$ cat src/dyn_pkg.sv
// shared widths, constants and record types for the dynode readout
// FIFO_DEPTH must stay a power of two since the FIFO pointers wrap freely
// energy shares the corrected sample width
`default_nettype none

package dyn_pkg;

   localparam int SAMPLE_W         = 8;      // raw adc
   localparam int BLCOR_W          = 12;     // baseline corrected, also energy
   localparam int TIME_W           = 24;     // event time
   localparam int TIME_WHOLE_W     = 8;      // time bits 19..12
   localparam int TIME_FRAC_W      = 12;     // time bits 11..0
   localparam int WORD_W           = 16;     // readout fifo word
   localparam int MCU_CODE_W       = 8;
   localparam int NUM_CHANNELS     = 4;      // one-hot mask width
   localparam int NWORDS_W         = 6;      // holds word counts up to 33

   localparam int HIST_BASE_DELAY  = 6;      // fixed part of sample delay
   localparam int HIST_MAX_TAP     = 15;     // pipeline_len range
   localparam int HIST_DEPTH       = HIST_BASE_DELAY + HIST_MAX_TAP - 1;
   localparam int HIST_TAP_W       = $clog2(HIST_DEPTH);

   localparam logic [WORD_W-1:0]     RECORD_PREAMBLE = 16'hA5A5;
   localparam logic [MCU_CODE_W-1:0] MCU_IDLE_CODE   = 8'hFF;  // no event
   localparam logic [MCU_CODE_W-1:0] MCU_SAT_CODE    = 8'hF8;  // fraction saturated

   localparam int FIFO_DEPTH       = 64;
   localparam int FIFO_NEARLY_FULL = 56;
   localparam int FIFO_AW          = $clog2(FIFO_DEPTH);
   localparam int FIFO_CW          = $clog2(FIFO_DEPTH + 1);  // count incl. full

   typedef enum logic [1:0] {
      MODE_ENERGY      = 2'd0,   // energy word only
      MODE_RAW         = 2'd1,   // 32 raw samples
      MODE_BLCOR_LONG  = 2'd2,   // 32 corrected samples
      MODE_BLCOR_SHORT = 2'd3    // 16 corrected samples
   } data_mode_e;

   typedef enum logic [2:0] {
      ST_IDLE,
      ST_PREAMBLE,
      ST_NWORDS,
      ST_MASK,
      ST_DATA
   } framer_state_e;

   typedef struct packed {
      logic [SAMPLE_W-1:0] raw;
      logic [BLCOR_W-1:0]  blcor;
   } sample_t;

   typedef struct packed {
      logic              valid;
      logic [TIME_W-1:0] ev_time;
   } event_t;

   typedef struct packed {
      logic               valid;
      logic [BLCOR_W-1:0] value;
   } energy_t;

   typedef struct packed {
      data_mode_e data_mode;
      logic [1:0] channel;
      logic [3:0] pipeline_len;   // extra delay on top of HIST_BASE_DELAY
   } readout_cfg_t;

   typedef struct packed {
      logic [TIME_WHOLE_W-1:0] whole;
      logic [TIME_FRAC_W-1:0]  frac;
   } time_split_t;

   // words after the mask, energy word included
   function automatic logic [NWORDS_W-1:0] mode_nwords(input data_mode_e mode);
      logic [NWORDS_W-1:0] n;
      case (mode)
         MODE_ENERGY:      n = NWORDS_W'(1);
         MODE_RAW:         n = NWORDS_W'(33);
         MODE_BLCOR_LONG:  n = NWORDS_W'(33);
         MODE_BLCOR_SHORT: n = NWORDS_W'(17);
         default:          n = NWORDS_W'(1);
      endcase
      return n;
   endfunction

endpackage

`default_nettype wire

$ cat src/sample_history.sv
// delay line of recent samples for the readout record
// hist_word lags the selected input by HIST_BASE_DELAY + pipeline_len cycles
// mode change takes effect at the chain input, older entries keep the old source
`default_nettype none

module sample_history (
   input  wire                           clk,
   input  wire                           rst,
   input  wire dyn_pkg::sample_t         sample,
   input  wire dyn_pkg::readout_cfg_t    cfg,
   output logic [dyn_pkg::WORD_W-1:0]    hist_word
);
   import dyn_pkg::*;

   logic [BLCOR_W-1:0]    src_word;               // sample entering the chain
   logic [BLCOR_W-1:0]    chain [HIST_DEPTH];     // chain[k] lags input by k+1
   logic [HIST_TAP_W-1:0] tap_sel;

   // raw only in MODE_RAW, every other mode reads corrected samples
   always_comb begin
      if (cfg.data_mode == MODE_RAW) begin
         src_word = {{(BLCOR_W - SAMPLE_W){1'b0}}, sample.raw};  // zero extend
      end else begin
         src_word = sample.blcor;
      end
   end

   // output register adds one cycle, chain entry adds k+1
   // so tap index is L - 2
   assign tap_sel = HIST_TAP_W'(HIST_BASE_DELAY - 2) + HIST_TAP_W'(cfg.pipeline_len);

   always_ff @(posedge clk) begin
      if (rst) begin
         // empty chain reads as zeros
         for (int k = 0; k < HIST_DEPTH; k++) begin
            chain[k] <= '0;
         end
         hist_word <= '0;
      end else begin
         chain[0] <= src_word;
         for (int k = 1; k < HIST_DEPTH; k++) begin
            chain[k] <= chain[k-1];   // plain shift
         end
         hist_word <= {{(WORD_W - BLCOR_W){1'b0}}, chain[tap_sel]};
      end
   end

endmodule

`default_nettype wire

$ cat src/trigger_time_encode.sv
// coincidence code for the MCU and whole/fraction split of the event time
// code is idle whenever no event strobe is present
`default_nettype none

module trigger_time_encode (
   input  wire                              clk,
   input  wire                              rst,
   input  wire dyn_pkg::event_t             event_in,
   output logic [dyn_pkg::MCU_CODE_W-1:0]   mcu_trigger,
   output dyn_pkg::time_split_t             trigger_time
);
   import dyn_pkg::*;

   logic sat;   // fraction too close to the next whole tick

   assign sat = &event_in.ev_time[11:6];

   always_ff @(posedge clk) begin
      if (rst) begin
         mcu_trigger  <= MCU_IDLE_CODE;
         trigger_time <= '0;
      end else begin
         if (!event_in.valid) begin
            mcu_trigger <= MCU_IDLE_CODE;            // back to idle next cycle
         end else if (sat) begin
            mcu_trigger <= MCU_SAT_CODE;
         end else begin
            mcu_trigger <= event_in.ev_time[11:4];   // top of the fraction
         end

         if (event_in.valid) begin                   // held until next event
            trigger_time.whole <= event_in.ev_time[19:12];
            trigger_time.frac  <= event_in.ev_time[11:0];
         end
      end
   end

endmodule

`default_nettype wire

$ cat src/record_framer.sv
// builds one readout record per energy strobe or manual trigger
// preamble, word count, channel mask, samples, energy, one word per cycle
// strobes are ignored until the current record is finished, no back-pressure
`default_nettype none

module record_framer (
   input  wire                           clk,
   input  wire                           rst,
   input  wire dyn_pkg::energy_t         energy_in,
   input  wire                           trigger,
   input  wire dyn_pkg::readout_cfg_t    cfg,
   input  wire [dyn_pkg::WORD_W-1:0]     hist_word,
   output logic                          fifo_wr,
   output logic [dyn_pkg::WORD_W-1:0]    fifo_wdata
);
   import dyn_pkg::*;

   framer_state_e            state;
   logic                     start;        // record starts this cycle
   logic [NWORDS_W-1:0]      nwords_q;     // word count of current record
   logic [NUM_CHANNELS-1:0]  mask_q;       // one-hot channel
   logic [NWORDS_W-1:0]      data_cnt;     // words left, 0 is the energy slot
   logic [BLCOR_W-1:0]       energy_q;     // most recent energy

   assign start = (state == ST_IDLE) && (energy_in.valid || trigger);

   // count and mask fixed at start since cfg is only held per record
   always_ff @(posedge clk) begin
      if (start) begin
         nwords_q <= mode_nwords(cfg.data_mode);
         mask_q   <= NUM_CHANNELS'(1) << cfg.channel;
      end
   end

   always_ff @(posedge clk) begin
      if (rst) begin
         state    <= ST_IDLE;
         data_cnt <= '0;
         energy_q <= '0;              // manual trigger before any energy reads 0
      end else begin
         case (state)
            ST_IDLE: begin
               if (start) begin
                  state    <= ST_PREAMBLE;
                  data_cnt <= mode_nwords(cfg.data_mode) - 1'b1;   // samples only
                  if (energy_in.valid) begin
                     energy_q <= energy_in.value;   // trigger alone keeps old value
                  end
               end
            end
            ST_PREAMBLE: begin
               state <= ST_NWORDS;
            end
            ST_NWORDS: begin
               state <= ST_MASK;
            end
            ST_MASK: begin
               state <= ST_DATA;
            end
            ST_DATA: begin
               if (data_cnt == '0) begin
                  state <= ST_IDLE;              // energy word goes out now
               end else begin
                  data_cnt <= data_cnt - 1'b1;
               end
            end
            default: begin
               state <= ST_IDLE;
            end
         endcase
      end
   end

   // write one word in every non-idle state
   // data words take hist_word live, so word i is the value seen at t+4+i
   always_comb begin
      fifo_wr = (state != ST_IDLE);
      case (state)
         ST_PREAMBLE: fifo_wdata = RECORD_PREAMBLE;
         ST_NWORDS:   fifo_wdata = {{(WORD_W - NWORDS_W){1'b0}}, nwords_q};
         ST_MASK:     fifo_wdata = {{(WORD_W - NUM_CHANNELS){1'b0}}, mask_q};
         ST_DATA: begin
            if (data_cnt == '0) begin
               fifo_wdata = {{(WORD_W - BLCOR_W){1'b0}}, energy_q};   // last slot
            end else begin
               fifo_wdata = hist_word;
            end
         end
         default:     fifo_wdata = '0;
      endcase
   end

endmodule

`default_nettype wire

$ cat src/record_fifo.sv
// first-word-fall-through FIFO, head word shows on rdata while not_empty
// writes while full are lost, reads while empty are ignored
// pointers wrap freely so FIFO_DEPTH has to be a power of two
`default_nettype none

module record_fifo (
   input  wire                          clk,
   input  wire                          rst,
   input  wire                          wr,
   input  wire [dyn_pkg::WORD_W-1:0]    wdata,
   input  wire                          rd,
   output logic [dyn_pkg::WORD_W-1:0]   rdata,
   output logic                         not_empty,
   output logic                         nearly_full
);
   import dyn_pkg::*;

   logic [WORD_W-1:0]  mem [FIFO_DEPTH];
   logic [FIFO_AW-1:0] wr_ptr;
   logic [FIFO_AW-1:0] rd_ptr;
   logic [FIFO_CW-1:0] count;     // fill level 0..FIFO_DEPTH
   logic               push;
   logic               pop;

   assign push = wr && (count != FIFO_CW'(FIFO_DEPTH));   // drop when full
   assign pop  = rd && (count != '0);

   // storage
   always_ff @(posedge clk) begin
      if (push) begin
         mem[wr_ptr] <= wdata;
      end
   end

   always_ff @(posedge clk) begin
      if (rst) begin
         wr_ptr <= '0;
         rd_ptr <= '0;
         count  <= '0;
      end else begin
         if (push) begin
            wr_ptr <= wr_ptr + 1'b1;
         end
         if (pop) begin
            rd_ptr <= rd_ptr + 1'b1;
         end
         case ({push, pop})
            2'b10:   count <= count + 1'b1;
            2'b01:   count <= count - 1'b1;
            default: count <= count;       // both or neither
         endcase
      end
   end

   assign rdata       = mem[rd_ptr];   // head word, valid one cycle after first write
   assign not_empty   = (count != '0);
   assign nearly_full = (count >= FIFO_CW'(FIFO_NEARLY_FULL));

endmodule

`default_nettype wire

$ cat src/dyn_trigger_readout.sv
// readout back end of one dynode trigger channel
// event, energy and trigger inputs are single-cycle strobes
// cfg must be held stable while a record is being written
`default_nettype none

module dyn_trigger_readout (
   input  wire                                clk,
   input  wire                                rst,
   input  wire dyn_pkg::sample_t              sample,
   input  wire dyn_pkg::event_t               event_in,
   input  wire dyn_pkg::energy_t              energy_in,
   input  wire                                trigger,
   input  wire dyn_pkg::readout_cfg_t         cfg,
   input  wire                                fifo_ren,
   output wire [dyn_pkg::WORD_W-1:0]          fifo_q,
   output wire                                fifo_ne,
   output wire                                fifo_nearly_full,
   output wire [dyn_pkg::MCU_CODE_W-1:0]      mcu_trigger,
   output wire dyn_pkg::time_split_t          trigger_time
);
   import dyn_pkg::*;

   wire [WORD_W-1:0] hist_word;    // delayed sample for the framer
   wire              fifo_wr;
   wire [WORD_W-1:0] fifo_wdata;

   sample_history u_history (
      .clk       (clk),
      .rst       (rst),
      .sample    (sample),
      .cfg       (cfg),
      .hist_word (hist_word)
   );

   trigger_time_encode u_time_enc (
      .clk          (clk),
      .rst          (rst),
      .event_in     (event_in),
      .mcu_trigger  (mcu_trigger),
      .trigger_time (trigger_time)
   );

   record_framer u_framer (
      .clk        (clk),
      .rst        (rst),
      .energy_in  (energy_in),
      .trigger    (trigger),
      .cfg        (cfg),
      .hist_word  (hist_word),
      .fifo_wr    (fifo_wr),
      .fifo_wdata (fifo_wdata)
   );

   // read side goes straight out to the board readout
   record_fifo u_fifo (
      .clk         (clk),
      .rst         (rst),
      .wr          (fifo_wr),
      .wdata       (fifo_wdata),
      .rd          (fifo_ren),
      .rdata       (fifo_q),
      .not_empty   (fifo_ne),
      .nearly_full (fifo_nearly_full)
   );

endmodule

`default_nettype wire

$ cat config.mk
export PLATFORM = sky130hd
export DESIGN_NAME = dyn_trigger_readout
export DESIGN_NICKNAME = d
export VERILOG_FILES = /design/src/dyn_pkg.sv /design/src/sample_history.sv /design/src/trigger_time_encode.sv /design/src/record_framer.sv /design/src/record_fifo.sv /design/src/dyn_trigger_readout.sv
export SDC_FILE = /design/constraint.sdc
export NUM_CORES = 1
export LEC_CHECK = 0
export ABC_AREA = 1
export BUFFER_PORTS_ARGS = -buffer_cell sky130_fd_sc_hd__buf_2
export CORE_MARGIN = 4
export CORE_UTILIZATION = 40
export CTS_BUF_LIST = sky130_fd_sc_hd__clkbuf_2
export DETAILED_ROUTE_END_ITERATION = 8
export GPL_ROUTABILITY_DRIVEN = 0
export PLACE_DENSITY = 0.57
export SLEW_MARGIN = 10
export SYNTH_ARGS = -nofsm -noshare
export SYNTH_HDL_FRONTEND = slang
export SYNTH_SLANG_ARGS = --single-unit
$ cat constraint.sdc
create_clock -name clk -period 4.4 [get_ports clk]
set_clock_uncertainty 0.05 [all_clocks]
set_input_delay 0 -clock clk [delete_from_list [all_inputs] [get_ports clk]]
set_output_delay 0 -clock clk [all_outputs]
set_load 0.01 [all_outputs]
==> results.py, run 1 <==
metrics = {
    "run_status": {
        "result_of_the_run": "finished, final reports clean",
    },
    "hold_path": {
        "hold_class": "reg2reg",
    },
    "synth": {
        "synth.distinct_cells": 32,
        "ys_seq_elements": 1164,
        "yosysSeqAreaShare_pct": 68.54,
        "post_syn_area_per_cell_sq_um": 10.23,
        "synth_enable_flop_cells": 838,
        "yosysMostFrequentCell": "nand2_1",
        "synth.top_cell.area_share_pct": 54.42,
        "fraction_of_synthesized_area_in_multiplexers_pct": 0,
        "synth_area_sq_um": 46240,
        "ys.warnings.count": 0,
        "synthSimpleGateAreaFrac_pct": 21.61,
        "ys_top_cells_by_area": "edfxtp_1, dfxtp_1, nand2_1",
        "post_synth_inst_count": 4518,
        "synth_top_family_by_area": "simple AND/OR/NAND/NOR gates",
        "synth_area_leader_cell": "edfxtp_1",
        "ys_dominant_reg_cell": "edfxtp_1",
        "synth.top_cells.by_count": "nand2_1, nand3_1, edfxtp_1",
        "async_flop_share_pct": 0,
        "synth_fa_ha_area_share_pct": 0.2435,
        "yosys.area_share.xor_xnor_pct": 0.1515,
        "synth-compound-area-share_pct": 3.978,
    },
    "layout": {
        "fin_nets": 5135,
        "finish.utilization_pct": 47.14,
        "post_route_cells_drive_above_1_share_pct": 13.86,
        "final_cell_count_no_fill": 6768,
        "area.growth.synth_to_final_pct": 16.73,
        "layout.cell_area.non_filler_sq_um": 53970,
    },
    "power_and_ir_drop": {
        "internal_power_mw": 16.87,
        "share_comb_of_total_power_pct": 22.7,
        "power-per-cell-area_nw_per_um2": 470.5,
        "ir_drop_uv": 252.8,
        "power.static_leakage_nw": 20.97,
        "power_frac_seq_pct": 48.2,
        "power.total_mw": 25.40,
        "sw_frac_of_total_pct": 33.56,
        "part_of_the_total_power_dissipated_in_the_clock_network_pct": 29.0,
        "total_switching_power_mw": 8.523,
    },
    "worst_setup_path": {
        "worstPathArrival_ns": 5.48,
        "timing.critical_path.to_type": "flop",
        "category_of_the_critical_setup_timing_path": "in2reg",
        "start_kind": "input port",
        "critical_path.max_fanout": 64,
        "worstPathRequired_ns": 5.68,
    },
    "global_route": {
        "number_of_global_route_vias_before_repair": 33420,
        "globalRouteOverflowTotal": 0,
        "grt_first_pass_wirelength_um": 194300,
        "global_route.usage.total_pct": 20.62,
        "antenna_found_initial": 2,
        "grt_max_degree": 180,
    },
    "floorplan": {
        "initial_core_util_pct": 40.38,
        "die_x_extent_um": 348.0,
        "core_area_sq_um": 114500,
        "ioPinCount": 116,
        "fp-row-count": 124,
        "dieArea_sq_um": 121100,
        "die_y_um": 348.0,
    },
    "placement": {
        "port_buffers": 109,
        "dp_cell_count": 5977,
        "dp_hpwl_um": 64770,
        "dpl-instance-area_sq_um": 48440,
        "preCtsSetupSlack_ns": 1.508,
    },
    "cts": {
        "clk-insertion-delay-late_ns": 1.54,
        "clock_sinks": 1164,
        "tritoncts_clock_tree": "built",
        "cts.reportedPaths.clkPinSlew_ns": 0.09,
        "clockBufferDepth": 4,
        "tritoncts.num_buffers": 315,
        "root_buffer": "clkbuf_2",
        "h_tree_depth": 5,
    },
    "timing": {
        "fin_setup_tns_ns": 0,
        "finalHoldWorstSlack_ns": 0.2501,
        "final_max_slew_viol_count": 0,
        "timing.final.ws_setup_ns": 0.2063,
        "slew_headroom_pct": 23.98,
        "worstMarginPinSlew_ns": 1.136,
        "finalSetupViolations": 0,
        "layout_worst_path_cycle_share_pct": 95.31,
        "layout_min_cycle_time_ns": 4.194,
        "finalHoldViolCount": 0,
        "max_freq_ghz": 0.2385,
    },
    "drt": {
        "detail_route.drc_violations": 0,
        "wl_um": 127600,
        "first_pass_iters": 6,
        "drt-wirelength-per-cell_um": 18.85,
        "routed_via_count": 34350,
        "antenna_violating_nets_post_route": 0,
        "routed_via_density": 5.075,
        "detail_route.iter0.violations": 2926,
    },
    "run": {
        "maxCapViolCount": 0,
    },
}
==> state kept, by name, summed over array words and instances, names as in the netlist, 7 cells and up, named ones only <==
register / count
u_fifo.mem: 832
u_time_enc.mcu_trigger: 8
u_history.hist_word: 12
u_framer.energy_q: 12
u_history.chain: 240
u_time_enc.trigger_time: 20
u_fifo.count: 7
==> logic make-up after synthesis <==
kind of cell	count (synthesis)
other cells	1
compound gates	361
xor+xnor	8
flops	1164
fa+ha+maj	9
buf+inv	605
simple gates	2370
==> per-layer routing <==
layer,vias to the layer above,part of all wire (%),global-route usage [%]
met3,238,7.2,4.346
met2,1310,47,32.96
met4,0,2.9,7.801
met5,-,0,0
li1,16440,-,-
met1,16360,43,27.81
==> timing repair <==
item / in CTS / in global routing
resized for setup: 3 / 8
setup endpoints to repair: 14 / 15
hold buffers: 264 / 0
cloned: 0 / 2
endpoints found under the hold margin: 338 / 0
setup buffers: 0 / 8
==> power by group through the flow <==
| stage | Clock (mW) | Sequential (mW) | Combinational (mW) |
|---|---|---|---|
| floorplan | 0 | 12.4 | 3.62 |
| global placement | 0 | 12.5 | 5.34 |
| detailed placement | 0 | 12.5 | 5.36 |
| CTS | 7.59 | 12.3 | 5.60 |
| global route | 8.23 | 12.3 | 6.41 |
| finish | 7.38 | 12.2 | 5.77 |
==> worst max-delay path: stages <==
cell and delay, ns:
dlygate4sd3_1 0.53, dlygate4sd3_1 0.57, buf_4 0.20, clkinv_2 0.06
buf_6 0.35, buf_8 0.38, a21oi_1 0.12, o21ai_0 0.12
nand3_1 0.09, dlygate4sd3_1 0.57, nand3_1 0.08, dlygate4sd3_1 0.57
nand3_1 0.07, dlygate4sd3_1 0.57, nand3_1 0.06, dlygate4sd3_1 0.54
inv_1 0.04, dlygate4sd3_1 0.54
==> cell usage in the layout, fill, tap and decap left out, types with 6 or more instances in the layout <==
cell / Yosys / layout
buf_4: 28 / 104
o21ai_1: 10 / 10
buf_12: 0 / 11
nand3_1: 846 / 846
nand2_1: 1136 / 1136
bufinv_16: 0 / 6
dlygate4sd3_1: 0 / 261
buf_2: 105 / 107
inv_2: 7 / 10
dfxtp_1: 326 / 322
inv_1: 320 / 318
a21oi_1: 162 / 162
clkbuf_2: 0 / 457
clkinv_1: 3 / 41
ha_1: 9 / 9
nor2_1: 375 / 375
o211ai_1: 9 / 9
edfxtp_1: 838 / 838
o21ai_0: 177 / 174
nand4_1: 6 / 6
==> layout make-up <==
cell class              count  area (sq um)
diodes                      5         12.51
repair buffers            495          4370
clock buffers             457          2287
fillers                 10720         60530
well taps                1512          1892
flip-flops and latches   1164         31700
clock inverters            55         377.9
multi-input cells        2750         12060
inverters                 330          1274
==> final timing paths <==
check	to	from	slack [ns]	depth (start not counted)
setup reg to reg	u_history.hist_word[1]	u_history.chain[9][1]	0.52	13
hold reg to reg	u_history.chain[16][9]	u_history.chain[15][9]	0.25	2
hold / removal	u_history.chain[16][9]	u_history.chain[15][9]	0.25	2
setup / recovery	u_history.hist_word[1]	cfg[0]	0.21	18
No activity file was read; power rests on OpenSTA's default activity.
==> inputs of run 2 (changes only) <==
--- a/config.mk
+++ b/config.mk
@@ -12,6 +12,7 @@
 export CTS_BUF_LIST = sky130_fd_sc_hd__clkbuf_2
 export DETAILED_ROUTE_END_ITERATION = 8
 export GPL_ROUTABILITY_DRIVEN = 0
+export MAX_ROUTING_LAYER = met4
 export PLACE_DENSITY = 0.57
 export SLEW_MARGIN = 10
 export SYNTH_ARGS = -nofsm -noshare
==> results.py, run 2 (same netlist as run 1, synthesis figures left out) <==
metrics = {
    "drt": {
        "antenna_violating_nets_post_route": 0,
        "detail_route.iter0.violations": 2907,
        "detail_route.drc_violations": 0,
        "wl_um": 127500,
        "routed_via_count": 34460,
        "drt-wirelength-per-cell_um": 18.86,
        "first_pass_iters": 7,
        "routed_via_density": 5.095,
    },
    "worst_setup_path": {
        "cpMaxStageDelayCell": "dlygate4sd3_1",
        "max_stage_delay_ns": 0.57,
        "critPathBufInv": 12,
        "category_of_the_critical_setup_timing_path": "in2reg",
        "start_kind": "input port",
        "worstPathRequired_ns": 5.66,
        "cells_along_the_critical_path": "dlygate4sd3_1 > dlygate4sd3_1 > buf_4 > clkinv_2 > buf_6 > buf_8 > a21oi_1 > o21ai_0 > nand3_1 > dlygate4sd3_1 > nand3_1 > dlygate4sd3_1 > nand3_1 > dlygate4sd3_1 > nand3_1 > dlygate4sd3_1 > inv_1 > dlygate4sd3_1",
        "timing.critical_path.to_type": "flop",
        "worstPathArrival_ns": 5.49,
        "critical_path.max_fanout": 64,
        "critical-path-top-delay-family": "buffers and inverters",
        "crit_path_frequent_cell": "dlygate4sd3_1",
    },
    "timing": {
        "finalSetupViolations": 0,
        "slew_headroom_pct": 24.05,
        "finalHoldViolCount": 0,
        "layout_min_cycle_time_ns": 4.225,
        "layout_worst_path_cycle_share_pct": 96.02,
        "worstMarginPinSlew_ns": 1.135,
        "max_freq_ghz": 0.2367,
        "final_max_slew_viol_count": 0,
        "timing.final.ws_setup_ns": 0.1752,
        "fin_setup_tns_ns": 0,
        "finalHoldWorstSlack_ns": 0.2542,
    },
    "hold_path": {
        "hold_class": "reg2reg",
    },
    "power_and_ir_drop": {
        "power_frac_seq_pct": 48.2,
        "power.total_mw": 25.38,
        "internal_power_mw": 16.86,
        "ir_drop_uv": 251.7,
        "power-per-cell-area_nw_per_um2": 470.5,
        "share_comb_of_total_power_pct": 22.7,
        "power.static_leakage_nw": 20.95,
        "total_switching_power_mw": 8.515,
        "part_of_the_total_power_dissipated_in_the_clock_network_pct": 29.0,
        "sw_frac_of_total_pct": 33.56,
    },
    "floorplan": {
        "die_y_um": 348.0,
        "initial_core_util_pct": 40.38,
        "core_area_sq_um": 114500,
        "ioPinCount": 116,
        "die_x_extent_um": 348.0,
        "dieArea_sq_um": 121100,
        "fp-row-count": 124,
    },
    "layout": {
        "most_flop_heavy_register": "u_fifo.mem",
        "most_common_cell_after_layout_fill_and_taps_aside": "nand2_1",
        "area.growth.synth_to_final_pct": 16.66,
        "fin_nets": 5132,
        "reg.largest.list": "u_fifo.mem x832, u_history.chain x240, u_time_enc.trigger_time x20",
        "mostFrequentLayoutCells": "nand2_1, nand3_1, edfxtp_1",
        "post_route_cells_drive_above_1_share_pct": 13.81,
        "flip_flop_count_of_the_largest_register_all_copies_and_words_added": 832,
    },
    "global_route": {
        "globalRouteOverflowTotal": 0,
        "grt_first_pass_wirelength_um": 194400,
        "grt_max_degree": 180,
        "global_route.usage.total_pct": 21.27,
        "number_of_global_route_vias_before_repair": 33400,
        "antenna_found_initial": 2,
    },
    "placement": {
        "dp_hpwl_um": 64770,
        "port_buffers": 109,
        "preCtsSetupSlack_ns": 1.508,
    },
    "run_status": {
        "result_of_the_run": "finished, final reports clean",
    },
    "cts": {
        "root_buffer": "clkbuf_2",
        "clockBufferDepth": 4,
        "tritoncts_clock_tree": "built",
        "h_tree_depth": 5,
        "clk-insertion-delay-late_ns": 1.51,
        "tritoncts.num_buffers": 315,
        "clock_sinks": 1164,
        "cts.reportedPaths.clkPinSlew_ns": 0.09,
    },
    "run": {
        "maxCapViolCount": 0,
    },
}
-- run 2: cell count changes in the layout (fill, tap and decap cells not counted) --
| cell | delta |
|---|---|
| buf_4 | -2 |
| buf_6 | -1 |
| diode_2 | -2 |
-- run 2: power groups by stage --
stage / combinational [mW] / sequential, mW / clock (mW)
5_1_grt: 6.40 / 12.3 / 8.23
3_3_place_gp: 5.34 / 12.5 / 0
2_1_floorplan: 3.62 / 12.4 / 0
6_report: 5.76 / 12.2 / 7.37
3_5_place_dp: 5.36 / 12.5 / 0
4_1_cts: 5.60 / 12.3 / 7.59
-- run 2: what timing repair did --
action,in CTS,in global routing
endpoints found under the setup margin,14,15
resized for setup,3,7
hold buffers,264,0
setup buffers,0,5
hold endpoints to repair,338,0
cloned,0,2
-- run 2: per-stage QoR --
stage               utilization (%)  cells  area (sq um)
floorplan                         -   4519         46240
global placement              42.31   5977         48440
detailed placement            42.31   5977         48440
CTS                           46.99   6753         53800
global route                  47.11   6763         53940
finish                        47.11   6763         53940
-- run 2: metal layers --
metal,vias to the layer above,wire length [um],track usage (%)
met4,0,3765,7.844
met2,1201,59620,32.98
met5,-,0,-
li1,16440,-,-
met3,239,8257,4.085
met1,16580,55890,28.02
-- run 2: worst min-delay path, stage by stage, from the launching register on --
cell,delay [ns]
dfxtp_1,0.32
inv_1,0.05
nor2_1,0.03
-- run 2: final timing paths --
kind	cells past startpoint	end	from	slack, ns
max	18	u_history.hist_word[1]	cfg[0]	0.18
min	2	u_history.chain[16][9]	u_history.chain[15][9]	0.25
max reg2reg	13	u_history.hist_word[1]	u_history.chain[9][1]	0.54
min reg2reg	2	u_history.chain[16][9]	u_history.chain[15][9]	0.25
-- run 2: cell type report --
class | count | area [sq um]
Sequential cell | 1164 | 31700
Clock inverter | 55 | 377.9
Multi-Input combinational cell | 2750 | 12060
Antenna cell | 3 | 7.507
Inverter | 330 | 1274
Fill cell | 10720 | 60560
Timing Repair Buffer | 492 | 4344
Clock buffer | 457 | 2287
Tap cell | 1512 | 1892
